===== config.mk =====
export PLATFORM = sky130hd
export DESIGN_NAME = supervised_synapse
export DESIGN_NICKNAME = d
export VERILOG_FILES = /design/src/design/synapse_isa_pkg.sv /design/src/design/visor_pkg.sv /design/src/design/visor_link_if.sv /design/src/design/debug_visor.sv /design/src/design/supervised_synapse.sv /design/src/design/synapse_core.sv /design/src/design/target_program.sv
export SDC_FILE = /design/constraint.sdc
export NUM_CORES = 1
export LEC_CHECK = 0
export BUFFER_PORTS_ARGS = -buffer_cell sky130_fd_sc_hd__buf_2
export CORE_AREA = 4 4 235 237
export DETAILED_ROUTE_END_ITERATION = 7
export DIE_AREA = 0 0 239 241
export GPL_TIMING_DRIVEN = 0
export PLACE_DENSITY = 0.68
export REMOVE_ABC_BUFFERS = 1
export SYNTH_ARGS = -nofsm -noshare
export SYNTH_HDL_FRONTEND = slang
export SYNTH_SLANG_ARGS = --single-unit

===== constraint.sdc =====
create_clock -name sysclk -period 15 [get_ports sysclk]
set_input_delay 0.75 -clock sysclk [delete_from_list [all_inputs] [get_ports sysclk]]
set_output_delay 0.75 -clock sysclk [all_outputs]
set_load 0.03 [all_outputs]

===== src/design/synapse_isa_pkg.sv =====
// Synapse instruction set definitions

package synapse_isa_pkg;

    localparam int WORD_W = 16;     // Data and instruction word width.
    localparam int IDX_W  = 4;      // Register and data input index width.
    localparam int PC_W   = 16;     // Code address width.

    typedef logic [WORD_W-1:0] word_t;
    typedef logic [IDX_W-1:0]  reg_idx_t;
    typedef logic [PC_W-1:0]   pc_t;

    // Field positions are op 15..12, rd 11..8, rs 7..4, rt 3..0, imm8 7..0, imm12 11..0.
    typedef enum logic [3:0] {
        OP_LDI = 4'h0,  // rd = imm8.
        OP_ADD = 4'h1,  // rd = rs + rt.
        OP_SUB = 4'h2,  // rd = rs - rt.
        OP_AND = 4'h3,  // rd = rs & rt.
        OP_OR  = 4'h4,  // rd = rs | rt.
        OP_XOR = 4'h5,  // rd = rs ^ rt.
        OP_IN  = 4'h6,  // rd = data input rs.
        OP_MOV = 4'h7,  // rd = rs.
        OP_JMP = 4'h8,  // pc = imm12.
        OP_JNZ = 4'h9,  // pc = imm8 when rd is non-zero.
        OP_NOP = 4'hf
    } opcode_t;

    // Word fed to the core while a fetch is stalled. It decodes as NOP.
    localparam word_t FILL_WORD = 16'hffff;

endpackage


===== src/design/visor_pkg.sv =====
// Debug supervisor definitions

package visor_pkg;

    // Host command codes.
    typedef enum logic [2:0] {
        CMD_HOLD     = 3'd0,    // Keep the target in reset.
        CMD_RUN      = 3'd1,
        CMD_PAUSE    = 3'd2,
        CMD_STEP     = 3'd3,    // One instruction from pause only.
        CMD_PEEK     = 3'd4,    // Word at the current fetch address.
        CMD_READ_PC  = 3'd5,
        CMD_READ_REG = 3'd6,    // Debug register of the target.
        CMD_WRITE    = 3'd7     // Value for data input 15.
    } visor_cmd_t;

    typedef enum logic [1:0] {
        ST_HOLD  = 2'd0,
        ST_RUN   = 2'd1,
        ST_PAUSE = 2'd2,
        ST_STEP  = 2'd3
    } visor_state_t;

endpackage


===== src/design/visor_link_if.sv =====
// Supervisor to core link
`timescale 1ns/1ps

interface visor_link_if;
    import synapse_isa_pkg::*;

    pc_t   code_addr;   // Fetch address from the core.
    pc_t   debug_pc;    // Current pc of the core.
    word_t to_visor;    // Mirror of the debug register.
    word_t code_in;     // Fetched word or filler when stalled.
    logic  code_ready;  // Fetch accepted this cycle.
    logic  tg_reset;    // Active high target reset.
    word_t from_visor;  // Supervisor word on data input 15.

    modport visor (
        input  code_addr, debug_pc, to_visor,
        output code_in, code_ready, tg_reset, from_visor
    );

    modport core (
        output code_addr, debug_pc, to_visor,
        input  code_in, code_ready, tg_reset, from_visor
    );

endinterface


===== src/design/debug_visor.sv =====
// Debug supervisor
`timescale 1ns/1ps

module debug_visor (
    input  logic                       sysclk,
    input  logic                       rst,
    input  logic                       cmd_valid,
    output logic                       cmd_ready,
    input  visor_pkg::visor_cmd_t      cmd_op,
    input  synapse_isa_pkg::word_t     cmd_data,
    output logic                       rsp_valid,
    input  logic                       rsp_ready,
    output synapse_isa_pkg::word_t     rsp_data,
    output synapse_isa_pkg::pc_t       rom_addr,
    input  synapse_isa_pkg::word_t     rom_data,
    visor_link_if.visor                link
);
    import synapse_isa_pkg::*;
    import visor_pkg::*;

    visor_state_t state;
    visor_state_t state_nxt;
    logic         cmd_fire;
    logic         is_read;
    word_t        rd_word;
    word_t        from_visor;

    assign cmd_ready = ~rsp_valid;          // No new command while a response waits.
    assign cmd_fire  = cmd_valid & cmd_ready;

    always_comb begin
        state_nxt = state;
        if (state == ST_STEP) begin
            state_nxt = ST_PAUSE;           // A step lasts one fetch.
        end
        if (cmd_fire) begin
            case (cmd_op)
                CMD_HOLD:  state_nxt = ST_HOLD;
                CMD_RUN:   state_nxt = ST_RUN;
                CMD_PAUSE: state_nxt = ST_PAUSE;
                CMD_STEP: begin
                    if (state == ST_PAUSE) begin
                        state_nxt = ST_STEP;
                    end
                end
                default: ;
            endcase
        end
    end

    always_ff @(posedge sysclk) begin
        if (rst) begin
            state <= ST_HOLD;
        end else begin
            state <= state_nxt;
        end
    end

    // Read commands and the word they return.
    always_comb begin
        is_read = 1'b1;
        rd_word = '0;
        case (cmd_op)
            CMD_PEEK:     rd_word = rom_data;       // Peek at the pending fetch.
            CMD_READ_PC:  rd_word = link.debug_pc;
            CMD_READ_REG: rd_word = link.to_visor;
            default:      is_read = 1'b0;
        endcase
    end

    always_ff @(posedge sysclk) begin
        if (rst) begin
            rsp_valid  <= 1'b0;
            from_visor <= '0;
        end else begin
            if (cmd_fire && is_read) begin
                rsp_valid <= 1'b1;
            end else if (rsp_ready) begin
                rsp_valid <= 1'b0;
            end
            if (cmd_fire && cmd_op == CMD_WRITE) begin
                from_visor <= cmd_data;
            end
        end
    end

    always_ff @(posedge sysclk) begin
        if (cmd_fire && is_read) begin
            rsp_data <= rd_word;            // Held until the host takes it.
        end
    end

    assign rom_addr        = link.code_addr;
    assign link.code_ready = (state == ST_RUN) || (state == ST_STEP);
    assign link.tg_reset   = (state == ST_HOLD);
    assign link.code_in    = link.code_ready ? rom_data : FILL_WORD;
    assign link.from_visor = from_visor;

endmodule


===== src/design/supervised_synapse.sv =====
// Supervised Synapse top level
`timescale 1ns/1ps

module supervised_synapse #(
    parameter int NUM_REGS        = 16,
    parameter int NUM_DATA_INPUTS = 16,
    parameter int DEBUG_REG_NUM   = NUM_REGS - 1
) (
    input  logic                                                    sysclk,
    input  logic                                                    rst,
    // Host command and response channels.
    input  logic                                                    cmd_valid,
    output logic                                                    cmd_ready,
    input  visor_pkg::visor_cmd_t                                   cmd_op,
    input  synapse_isa_pkg::word_t                                  cmd_data,
    output logic                                                    rsp_valid,
    input  logic                                                    rsp_ready,
    output synapse_isa_pkg::word_t                                  rsp_data,
    // Target side.
    output logic [NUM_REGS*synapse_isa_pkg::WORD_W-1:0]             r_flat,
    output logic [NUM_REGS-1:0]                                     r_load,
    input  logic [(NUM_DATA_INPUTS-1)*synapse_isa_pkg::WORD_W-1:0] data_in_flat
);
    import synapse_isa_pkg::*;

    pc_t   rom_addr;
    word_t rom_data;

    visor_link_if link ();

    target_program rom (
        .addr (rom_addr),
        .data (rom_data)
    );

    debug_visor visr (
        .sysclk    (sysclk),
        .rst       (rst),
        .cmd_valid (cmd_valid),
        .cmd_ready (cmd_ready),
        .cmd_op    (cmd_op),
        .cmd_data  (cmd_data),
        .rsp_valid (rsp_valid),
        .rsp_ready (rsp_ready),
        .rsp_data  (rsp_data),
        .rom_addr  (rom_addr),
        .rom_data  (rom_data),
        .link      (link.visor)
    );

    synapse_core #(
        .NUM_REGS        (NUM_REGS),
        .NUM_DATA_INPUTS (NUM_DATA_INPUTS),
        .DEBUG_REG_NUM   (DEBUG_REG_NUM)
    ) target (
        .sysclk       (sysclk),
        .link         (link.core),
        .data_in_flat (data_in_flat),
        .r_flat       (r_flat),
        .r_load       (r_load)
    );

endmodule


===== src/design/synapse_core.sv =====
// Synapse single-cycle core
`timescale 1ns/1ps

module synapse_core #(
    parameter int NUM_REGS        = 16,
    parameter int NUM_DATA_INPUTS = 16,
    parameter int DEBUG_REG_NUM   = NUM_REGS - 1
) (
    input  logic                                                    sysclk,
    visor_link_if.core                                              link,
    input  logic [(NUM_DATA_INPUTS-1)*synapse_isa_pkg::WORD_W-1:0] data_in_flat,
    output logic [NUM_REGS*synapse_isa_pkg::WORD_W-1:0]             r_flat,
    output logic [NUM_REGS-1:0]                                     r_load
);
    import synapse_isa_pkg::*;

    word_t    regs [NUM_REGS];          // Register file.
    word_t    din [NUM_DATA_INPUTS];    // Data inputs with the supervisor word last.
    pc_t      pc;

    opcode_t  op;
    reg_idx_t rd;
    reg_idx_t rs;
    reg_idx_t rt;
    word_t    imm8;
    pc_t      imm12;

    logic               wr_en;
    word_t              wr_data;
    pc_t                pc_nxt;
    logic [NUM_REGS-1:0] load_vec;

    // Instruction fields.
    always_comb begin
        op    = opcode_t'(link.code_in[15:12]);
        rd    = link.code_in[11:8];
        rs    = link.code_in[7:4];
        rt    = link.code_in[3:0];
        imm8  = {8'h00, link.code_in[7:0]};
        imm12 = {4'h0, link.code_in[11:0]};
    end

    always_comb begin
        for (int i = 0; i < NUM_DATA_INPUTS - 1; i++) begin
            din[i] = data_in_flat[i*WORD_W +: WORD_W];
        end
        din[NUM_DATA_INPUTS-1] = link.from_visor;
    end

    // Execute stage.
    always_comb begin
        wr_en   = 1'b0;
        wr_data = '0;
        pc_nxt  = pc + 16'd1;
        case (op)
            OP_LDI: begin
                wr_en   = 1'b1;
                wr_data = imm8;
            end
            OP_ADD: begin
                wr_en   = 1'b1;
                wr_data = regs[rs] + regs[rt];
            end
            OP_SUB: begin
                wr_en   = 1'b1;
                wr_data = regs[rs] - regs[rt];
            end
            OP_AND: begin
                wr_en   = 1'b1;
                wr_data = regs[rs] & regs[rt];
            end
            OP_OR: begin
                wr_en   = 1'b1;
                wr_data = regs[rs] | regs[rt];
            end
            OP_XOR: begin
                wr_en   = 1'b1;
                wr_data = regs[rs] ^ regs[rt];
            end
            OP_IN: begin
                wr_en   = 1'b1;
                wr_data = din[rs];
            end
            OP_MOV: begin
                wr_en   = 1'b1;
                wr_data = regs[rs];
            end
            OP_JMP: pc_nxt = imm12;
            OP_JNZ: begin
                if (regs[rd] != '0) begin
                    pc_nxt = imm8;          // Taken branch.
                end
            end
            default: ;                      // NOP and unused codes.
        endcase
    end

    always_comb begin
        load_vec = '0;
        if (wr_en) begin
            load_vec[rd] = 1'b1;
        end
    end

    always_ff @(posedge sysclk) begin
        if (link.tg_reset) begin
            pc     <= '0;
            r_load <= '0;
            for (int i = 0; i < NUM_REGS; i++) begin
                regs[i] <= '0;
            end
        end else if (link.code_ready) begin
            pc     <= pc_nxt;
            r_load <= load_vec;             // One-hot pulse on the written register.
            if (wr_en) begin
                regs[rd] <= wr_data;
            end
        end else begin
            r_load <= '0;
        end
    end

    always_comb begin
        for (int i = 0; i < NUM_REGS; i++) begin
            r_flat[i*WORD_W +: WORD_W] = regs[i];
        end
    end

    assign link.code_addr = pc;
    assign link.debug_pc  = pc;
    assign link.to_visor  = regs[DEBUG_REG_NUM];

endmodule


===== src/design/target_program.sv =====
// Target code ROM
`timescale 1ns/1ps

module target_program (
    input  synapse_isa_pkg::pc_t   addr,
    output synapse_isa_pkg::word_t data
);
    import synapse_isa_pkg::*;

    always_comb begin
        case (addr)
            16'd0:   data = 16'h0105;   // LDI r1, 0x05.
            16'd1:   data = 16'h023c;   // LDI r2, 0x3c.
            16'd2:   data = 16'h6300;   // IN  r3, in0.
            16'd3:   data = 16'h6410;   // IN  r4, in1.
            16'd4:   data = 16'h65f0;   // IN  r5, in15.
            16'd5:   data = 16'h1634;   // ADD r6, r3, r4.
            16'd6:   data = 16'h2762;   // SUB r7, r6, r2.
            16'd7:   data = 16'h3835;   // AND r8, r3, r5.
            16'd8:   data = 16'h4942;   // OR  r9, r4, r2.
            16'd9:   data = 16'h5a89;   // XOR r10, r8, r9.
            16'd10:  data = 16'h7fa0;   // MOV r15, r10.
            16'd11:  data = 16'h1ff7;   // ADD r15, r15, r7.
            16'd12:  data = 16'h0b01;   // LDI r11, 1.
            16'd13:  data = 16'h0c03;   // LDI r12, 3.
            // Countdown loop on r12, folding the count into r15.
            16'd14:  data = 16'h2ccb;   // SUB r12, r12, r11.
            16'd15:  data = 16'h5ffc;   // XOR r15, r15, r12.
            16'd16:  data = 16'h9c0e;   // JNZ r12, 14.
            16'd17:  data = 16'h7df0;   // MOV r13, r15.
            16'd18:  data = 16'h6ef0;   // IN  r14, in15.
            16'd19:  data = 16'h8000;   // JMP 0.
            default: data = FILL_WORD;  // Past the table.
        endcase
    end

endmodule


# Yosys cells after proc, flatten, opt, wreduce, memory -nomap -nowiden
# Memory sizes are Yosys's and may differ from the RTL's. A register that Yosys moved wholly into a read port is not among the register bits.
# Index checks and enable logic that the tools add are counted.
# totals
memories,2
reg_bits,67
output_inout_bits,290
mem_bits_ro,512
ramBits,256
# mem_list
name,words,width,read_ports,rd_clocked_by_memory_dff,write_ports,line_no,rtl
(no name shown),32,16,1,1,0,target_program.sv:11,case (addr)
target.regs,16,16,19,0,16,synapse_core.sv:17,word_t regs [NUM_REGS];
# op_classes
bitwise_logic,8
reduce_logical,14
addsub,3
n_eq_ne,19
magnitude_cmp,3
mux,30
# ops
operator,count
$pmux W16 S8,1
$mux W16,6
$bmux W16 S4,1
$pmux W16 S3,1
$pmux W16 S2,1
$add A16 B1 Y16 const B,1
$add A16 B16 Y16,1
$and A16 B16 Y16,1
$eq A4 B3 Y1 const B,4
$or A16 B16 Y16,1
$reduce_bool A16 Y1,1
$reduce_or A16 Y1,1
$sub A16 B16 Y16,1
$xor A16 B16 Y16,1
$eq A3 B3 Y1 const B,4
$mux W1,12
$logic_not A11 Y1,1
$mux W5,2
$eq A4 B2 Y1 const B,2
$eq A4 B4 Y1 const B,2
$pmux W2 S4,1
$reduce_or A8 Y1,1
$eq A3 B2 Y1 const B,2
$mux W2,3
19 further kinds,25

# Logic depth before layout (Yosys ltp)
# logic_depth
ltp_word,12
depth_mapped,33
ltp_nobuf,26

# By module
# A second synthesis with hierarchy kept.
# unflattened
cells_unflattened,1837
area_unflattened_um2,22237.6
# by_module_without_submodules
mod,n_inst,seq_area_each_um2,area_per_inst_um2,cells_each
synapse_core,1,8328.0,19334.8,1517
debug_visor,1,860.8,2170.8,214
target_program,1,0.0,732.0,106

# Least setup slack after synthesis
# Ideal clock, no wire load.
# synth_timing
kind,flip-flop to flip-flop
from,register target.pc[7] (netlist: target.link.code_addr[7])
to,memory target.regs[0][13] (netlist bit) (data pin)
setup_time_ns,0.266
t_required_ns,14.734
setup_slack_ns,8.741
synth_period_minus_slack_ns,6.259
path_buffers,4
path_stages_with_launch,28
arrival_ns,5.993
path_cell_list,dfxtp_1 > buf_2 > or4_1 > buf_4 > nor4_4 > clkbuf_1 > nand3_1 > a311oi_1 > a211oi_1 > a31oi_1 > inv_1 > ha_1 > nand2_1 > o21ai_0 > inv_1 > ha_1 > nor2b_1 > o21ai_0 > a21boi_0 > o21ai_0 > a211oi_1 > or3_1 > o311ai_0 > o21ai_0 > xor2_1 > a211oi_1 > buf_2 > nor2_1
# synth_lines
item,line_no,rtl
"start, declared",synapse_core.sv:19,pc_t pc;
"start signal, assigned",synapse_core.sv:113,pc <= pc_nxt;
"end, declared",synapse_core.sv:17,

==> impl_metrics.env <==
export IMPL_cts_buffers_inserted=38
export IMPL_cp_max_fo=68
export IMPL_grt_antenna_before_repair=13
export IMPL_net_switching_power_mw=1.02
export IMPL_unrepaired_setup_endpoints_after_global_routing="false"
export IMPL_synth_seq_cells=339
export IMPL_grt_start_max_net_pins=77
export IMPL_synth_edff_count=272
export IMPL_final_hold_violation_count=0
export IMPL_dp_slack_ns=3.60
export IMPL_worstSetupStartpoint="visr.state[1]$_SDFF_PP0_"
export IMPL_setup_worst_path_start_class="register"
export IMPL_power_share_switching_pct=35.0
export IMPL_clockBufferDepth=3
export IMPL_cts_sinks=339
export IMPL_clk_transition_reported_paths_ns=0.06
export IMPL_worst_r2r_setup_slack_ns=4.28
export IMPL_synthDominantCellAreaShare_pct=34.4
export IMPL_worst_endpoint_required_time_ns=15.28
export IMPL_tritoncts="yes"
export IMPL_worst_slack_ns=4.28
export IMPL_flow_area_growth_from_synthesis_pct=21.5
export IMPL_setup_viol=0
export IMPL_drc=0
export IMPL_grt_pass1_wl_um=169000
export IMPL_tns_ns=0
export IMPL_worst_slew_pin_slew_ns=1.48
export IMPL_post_synth_cell_area_avg_um2=8.35
export IMPL_cts_resized=0
export IMPL_placement_rows=85
export IMPL_detail_route_first_pass_iterations=7
export IMPL_groute_usage_overall_pct=39.5
export IMPL_post_dp_hpwl_um=89100
export IMPL_status="finished, violations left"
export IMPL_cellInternalPower_mw=1.90
export IMPL_critical_path_endpoint="target.regs[3][15]$_SDFFCE_PN0P_"
export IMPL_rr_endpoint="target.regs[3][15]$_SDFFCE_PN0P_"
export IMPL_boundaryPins=553
export IMPL_power_mw=2.92
export IMPL_route_detailed_vias_per_inst=6.65
export IMPL_ys_warn_count=0
export IMPL_post_synth_top_area_cell="edfxtp_1"
export IMPL_netlist_top_cells_count="nand2_1, nor2_1, edfxtp_1"
export IMPL_gp_routability_congestion=1.03
export IMPL_synth_cells=2843
export IMPL_power_frac_comb_pct=25.5
export IMPL_count_of_buffers_from_port_buffering=552
export IMPL_clock_insertion_delay_worst_skew_ns=0.59
export IMPL_postCtsHoldBufs=0
export IMPL_ant_nets=0
export IMPL_irDropWorstVdd_v=0.000118
export IMPL_fp_dieArea_um2=57600
export IMPL_cts_root_buffer="clkbuf_16"
export IMPL_fin_cells=3986
export IMPL_yosys_most_used_dff="edfxtp_1"
export IMPL_grt_remaining_overflow=0
export IMPL_finalCriticalPeriod_ns=10.72
export IMPL_report_final_slew_viol_count=0
export IMPL_endpoint_kind="register"
export IMPL_p_per_area_nw_per_um2=101
export IMPL_maxClockFrequency_mhz=93.3
export IMPL_finalNetCount=3582
export IMPL_min_path_type="primary input to register"
export IMPL_power_leakage_nw=12.2
export IMPL_yosysUniqueCellTypes=88
export IMPL_power_clock_fraction_pct=34.4
export IMPL_power_sequential_fraction_pct=40.1
export IMPL_async_flop_share_pct=0
export IMPL_first_global_vias=24800
export IMPL_reg2regPathDepth=24
export IMPL_synth_sequential_area_ratio_pct=40.0
export IMPL_route_final_wire_length_um=120000
export IMPL_cts_setup_buffers=0
export IMPL_dpl_cell_count=3912
export IMPL_dr_first_iter_drc_count=4135
export IMPL_die_y_extent_um=241
export IMPL_reg2reg_from="visr.state[1]$_SDFF_PP0_"
export IMPL_synthTopCellsByArea="edfxtp_1, nand2_1, dfxtp_1"
export IMPL_relSlewSlack_pct=0.789
export IMPL_start_util_pct=44.6
export IMPL_cts_htree_levels=2
export IMPL_final_setup_skew_ns=0.0342
export IMPL_mappedNetlistArea_um2=23700
export IMPL_crit_type="register to register"
export IMPL_post_route_cells_drive_above_1_share_pct=23.6
export IMPL_leading_cell_type_by_number_of_instances_after_synthesis="nand2_1"
export IMPL_layout_worst_path_cycle_share_pct=71.5
export IMPL_wire_per_inst_um=30.2
export IMPL_worst_ep_arrival_ns=11.00
export IMPL_dr_vias=26500
export IMPL_failing_checks="max-capacitance violations"
export IMPL_horiz_die_dim_um=239
export IMPL_core_region_area_um2=53300
export IMPL_max_cap_viols=1
export IMPL_hold_worst_slack_ns=0.398
-- worst min-delay path by stage --
stage                                     startpoint                                    end  slack (ns)  depth (start not counted)
6_report                                cmd_data[10]  visr.link.from_visor[10]$_SDFFE_PP0P_        0.40                          3
5_1_grt                                 cmd_data[10]  visr.link.from_visor[10]$_SDFFE_PP0P_        0.41                          3
4_1_cts                                 cmd_data[10]  visr.link.from_visor[10]$_SDFFE_PP0P_        0.39                          3
3_5_place_dp    visr.link.from_visor[3]$_SDFFE_PP0P_   visr.link.from_visor[3]$_SDFFE_PP0P_        0.45                          2
3_3_place_gp   visr.link.from_visor[10]$_SDFFE_PP0P_  visr.link.from_visor[10]$_SDFFE_PP0P_        0.44                          2
2_1_floorplan   visr.link.from_visor[0]$_SDFFE_PP0P_   visr.link.from_visor[0]$_SDFFE_PP0P_        0.43                          2
-- layer usage --
layer | share of wire, % | global-route usage [%] | routed length [um]
met5 | 0.067 | 0 | 81
met4 | 8.9 | 27.3 | 10800
met3 | 14 | 10.4 | 16400
met2 | 42 | 59.2 | 51100
met1 | 35 | 50.0 | 42100
-- cell type report --
| type | instances | area (um^2) |
|---|---|---|
| fillers | 4940 | 24400 |
| multi-input cells | 2195 | 13200 |
| flip-flops and latches | 339 | 9510 |
| repair buffers | 602 | 3600 |
| clock buffers | 49 | 1070 |
| well taps | 696 | 871 |
| inverters | 80 | 300 |
| clock inverters | 21 | 251 |
| diodes | 4 | 10.0 |
-- power groups by stage --
stage | registers, mW | logic, mW | clock network [mW]
2_1_floorplan | 1.25 | 0.338 | 0
5_1_grt | 1.17 | 0.787 | 1.04
3_5_place_dp | 1.19 | 0.722 | 0
3_3_place_gp | 1.19 | 0.700 | 0
6_report | 1.17 | 0.743 | 1.00
4_1_cts | 1.17 | 0.725 | 1.00
-- kinds of logic (layout without fill, tap and decap cells) --
logic type,count (synthesis),count (layout),share of synthesized area (%)
AO/OA/AOI/OAI,656,656,18.6
adder cells (fa/ha/maj),63,63,3.35
flip-flops,339,339,40.0
multiplexers,120,120,5.66
XOR/XNOR,33,33,1.22
AND/OR/NAND/NOR,1323,1323,26.0
buffers and inverters,309,752,5.20
other,0,4,0
-- metrics by stage --
stage,util [%],cell area (um^2)
global placement,49.6,26400
finish,54.1,28800
floorplan,-,22800
CTS,54.1,28800
detailed placement,51.6,27500
global route,54.1,28800
-- flip-flops by register name, indices dropped and copies added (netlist names), named ones only --
signal	count
target.link.code_addr	16
target.r_load	16
target.regs	256
visr.link.from_visor	16
visr.rsp_data	16
visr.rsp_valid	1
visr.state	2
-- placed cells by master (no fill, tap or decap), drive strengths merged, types with 40 or more instances in the layout --
cell,instances
mux2i,86
ha,62
a31oi,58
nor3,40
inv,79
buf,602
and2,63
nand3,229
edfxtp,272
nand2,467
a21oi,133
nor4,48
o21ai,126
nor2,307
and3,57
a211oi,137
dfxtp,67
clkbuf,49
-- worst max-delay path: stages (launching register included) --
cell      delay, ns
dfxtp_1        0.34
inv_1          0.11
ha_1           0.36
or2_4          0.82
nand4_1        0.72
buf_16         0.39
nor2_4         1.03
nand2_2        0.88
o221ai_1       0.67
o21ai_0        0.13
o21ai_0        0.78
inv_1          0.18
ha_1           0.31
nor2b_1        0.13
o21ai_0        0.22
a21boi_0       0.15
o21ai_0        0.35
a211oi_1       0.20
or3_1          0.40
o311ai_0       0.15
o21ai_0        0.26
a21o_1         0.23
a21oi_1        0.39
or3_1          0.90
a21oi_1        0.16
No activity file was read; power rests on OpenSTA's default activity.
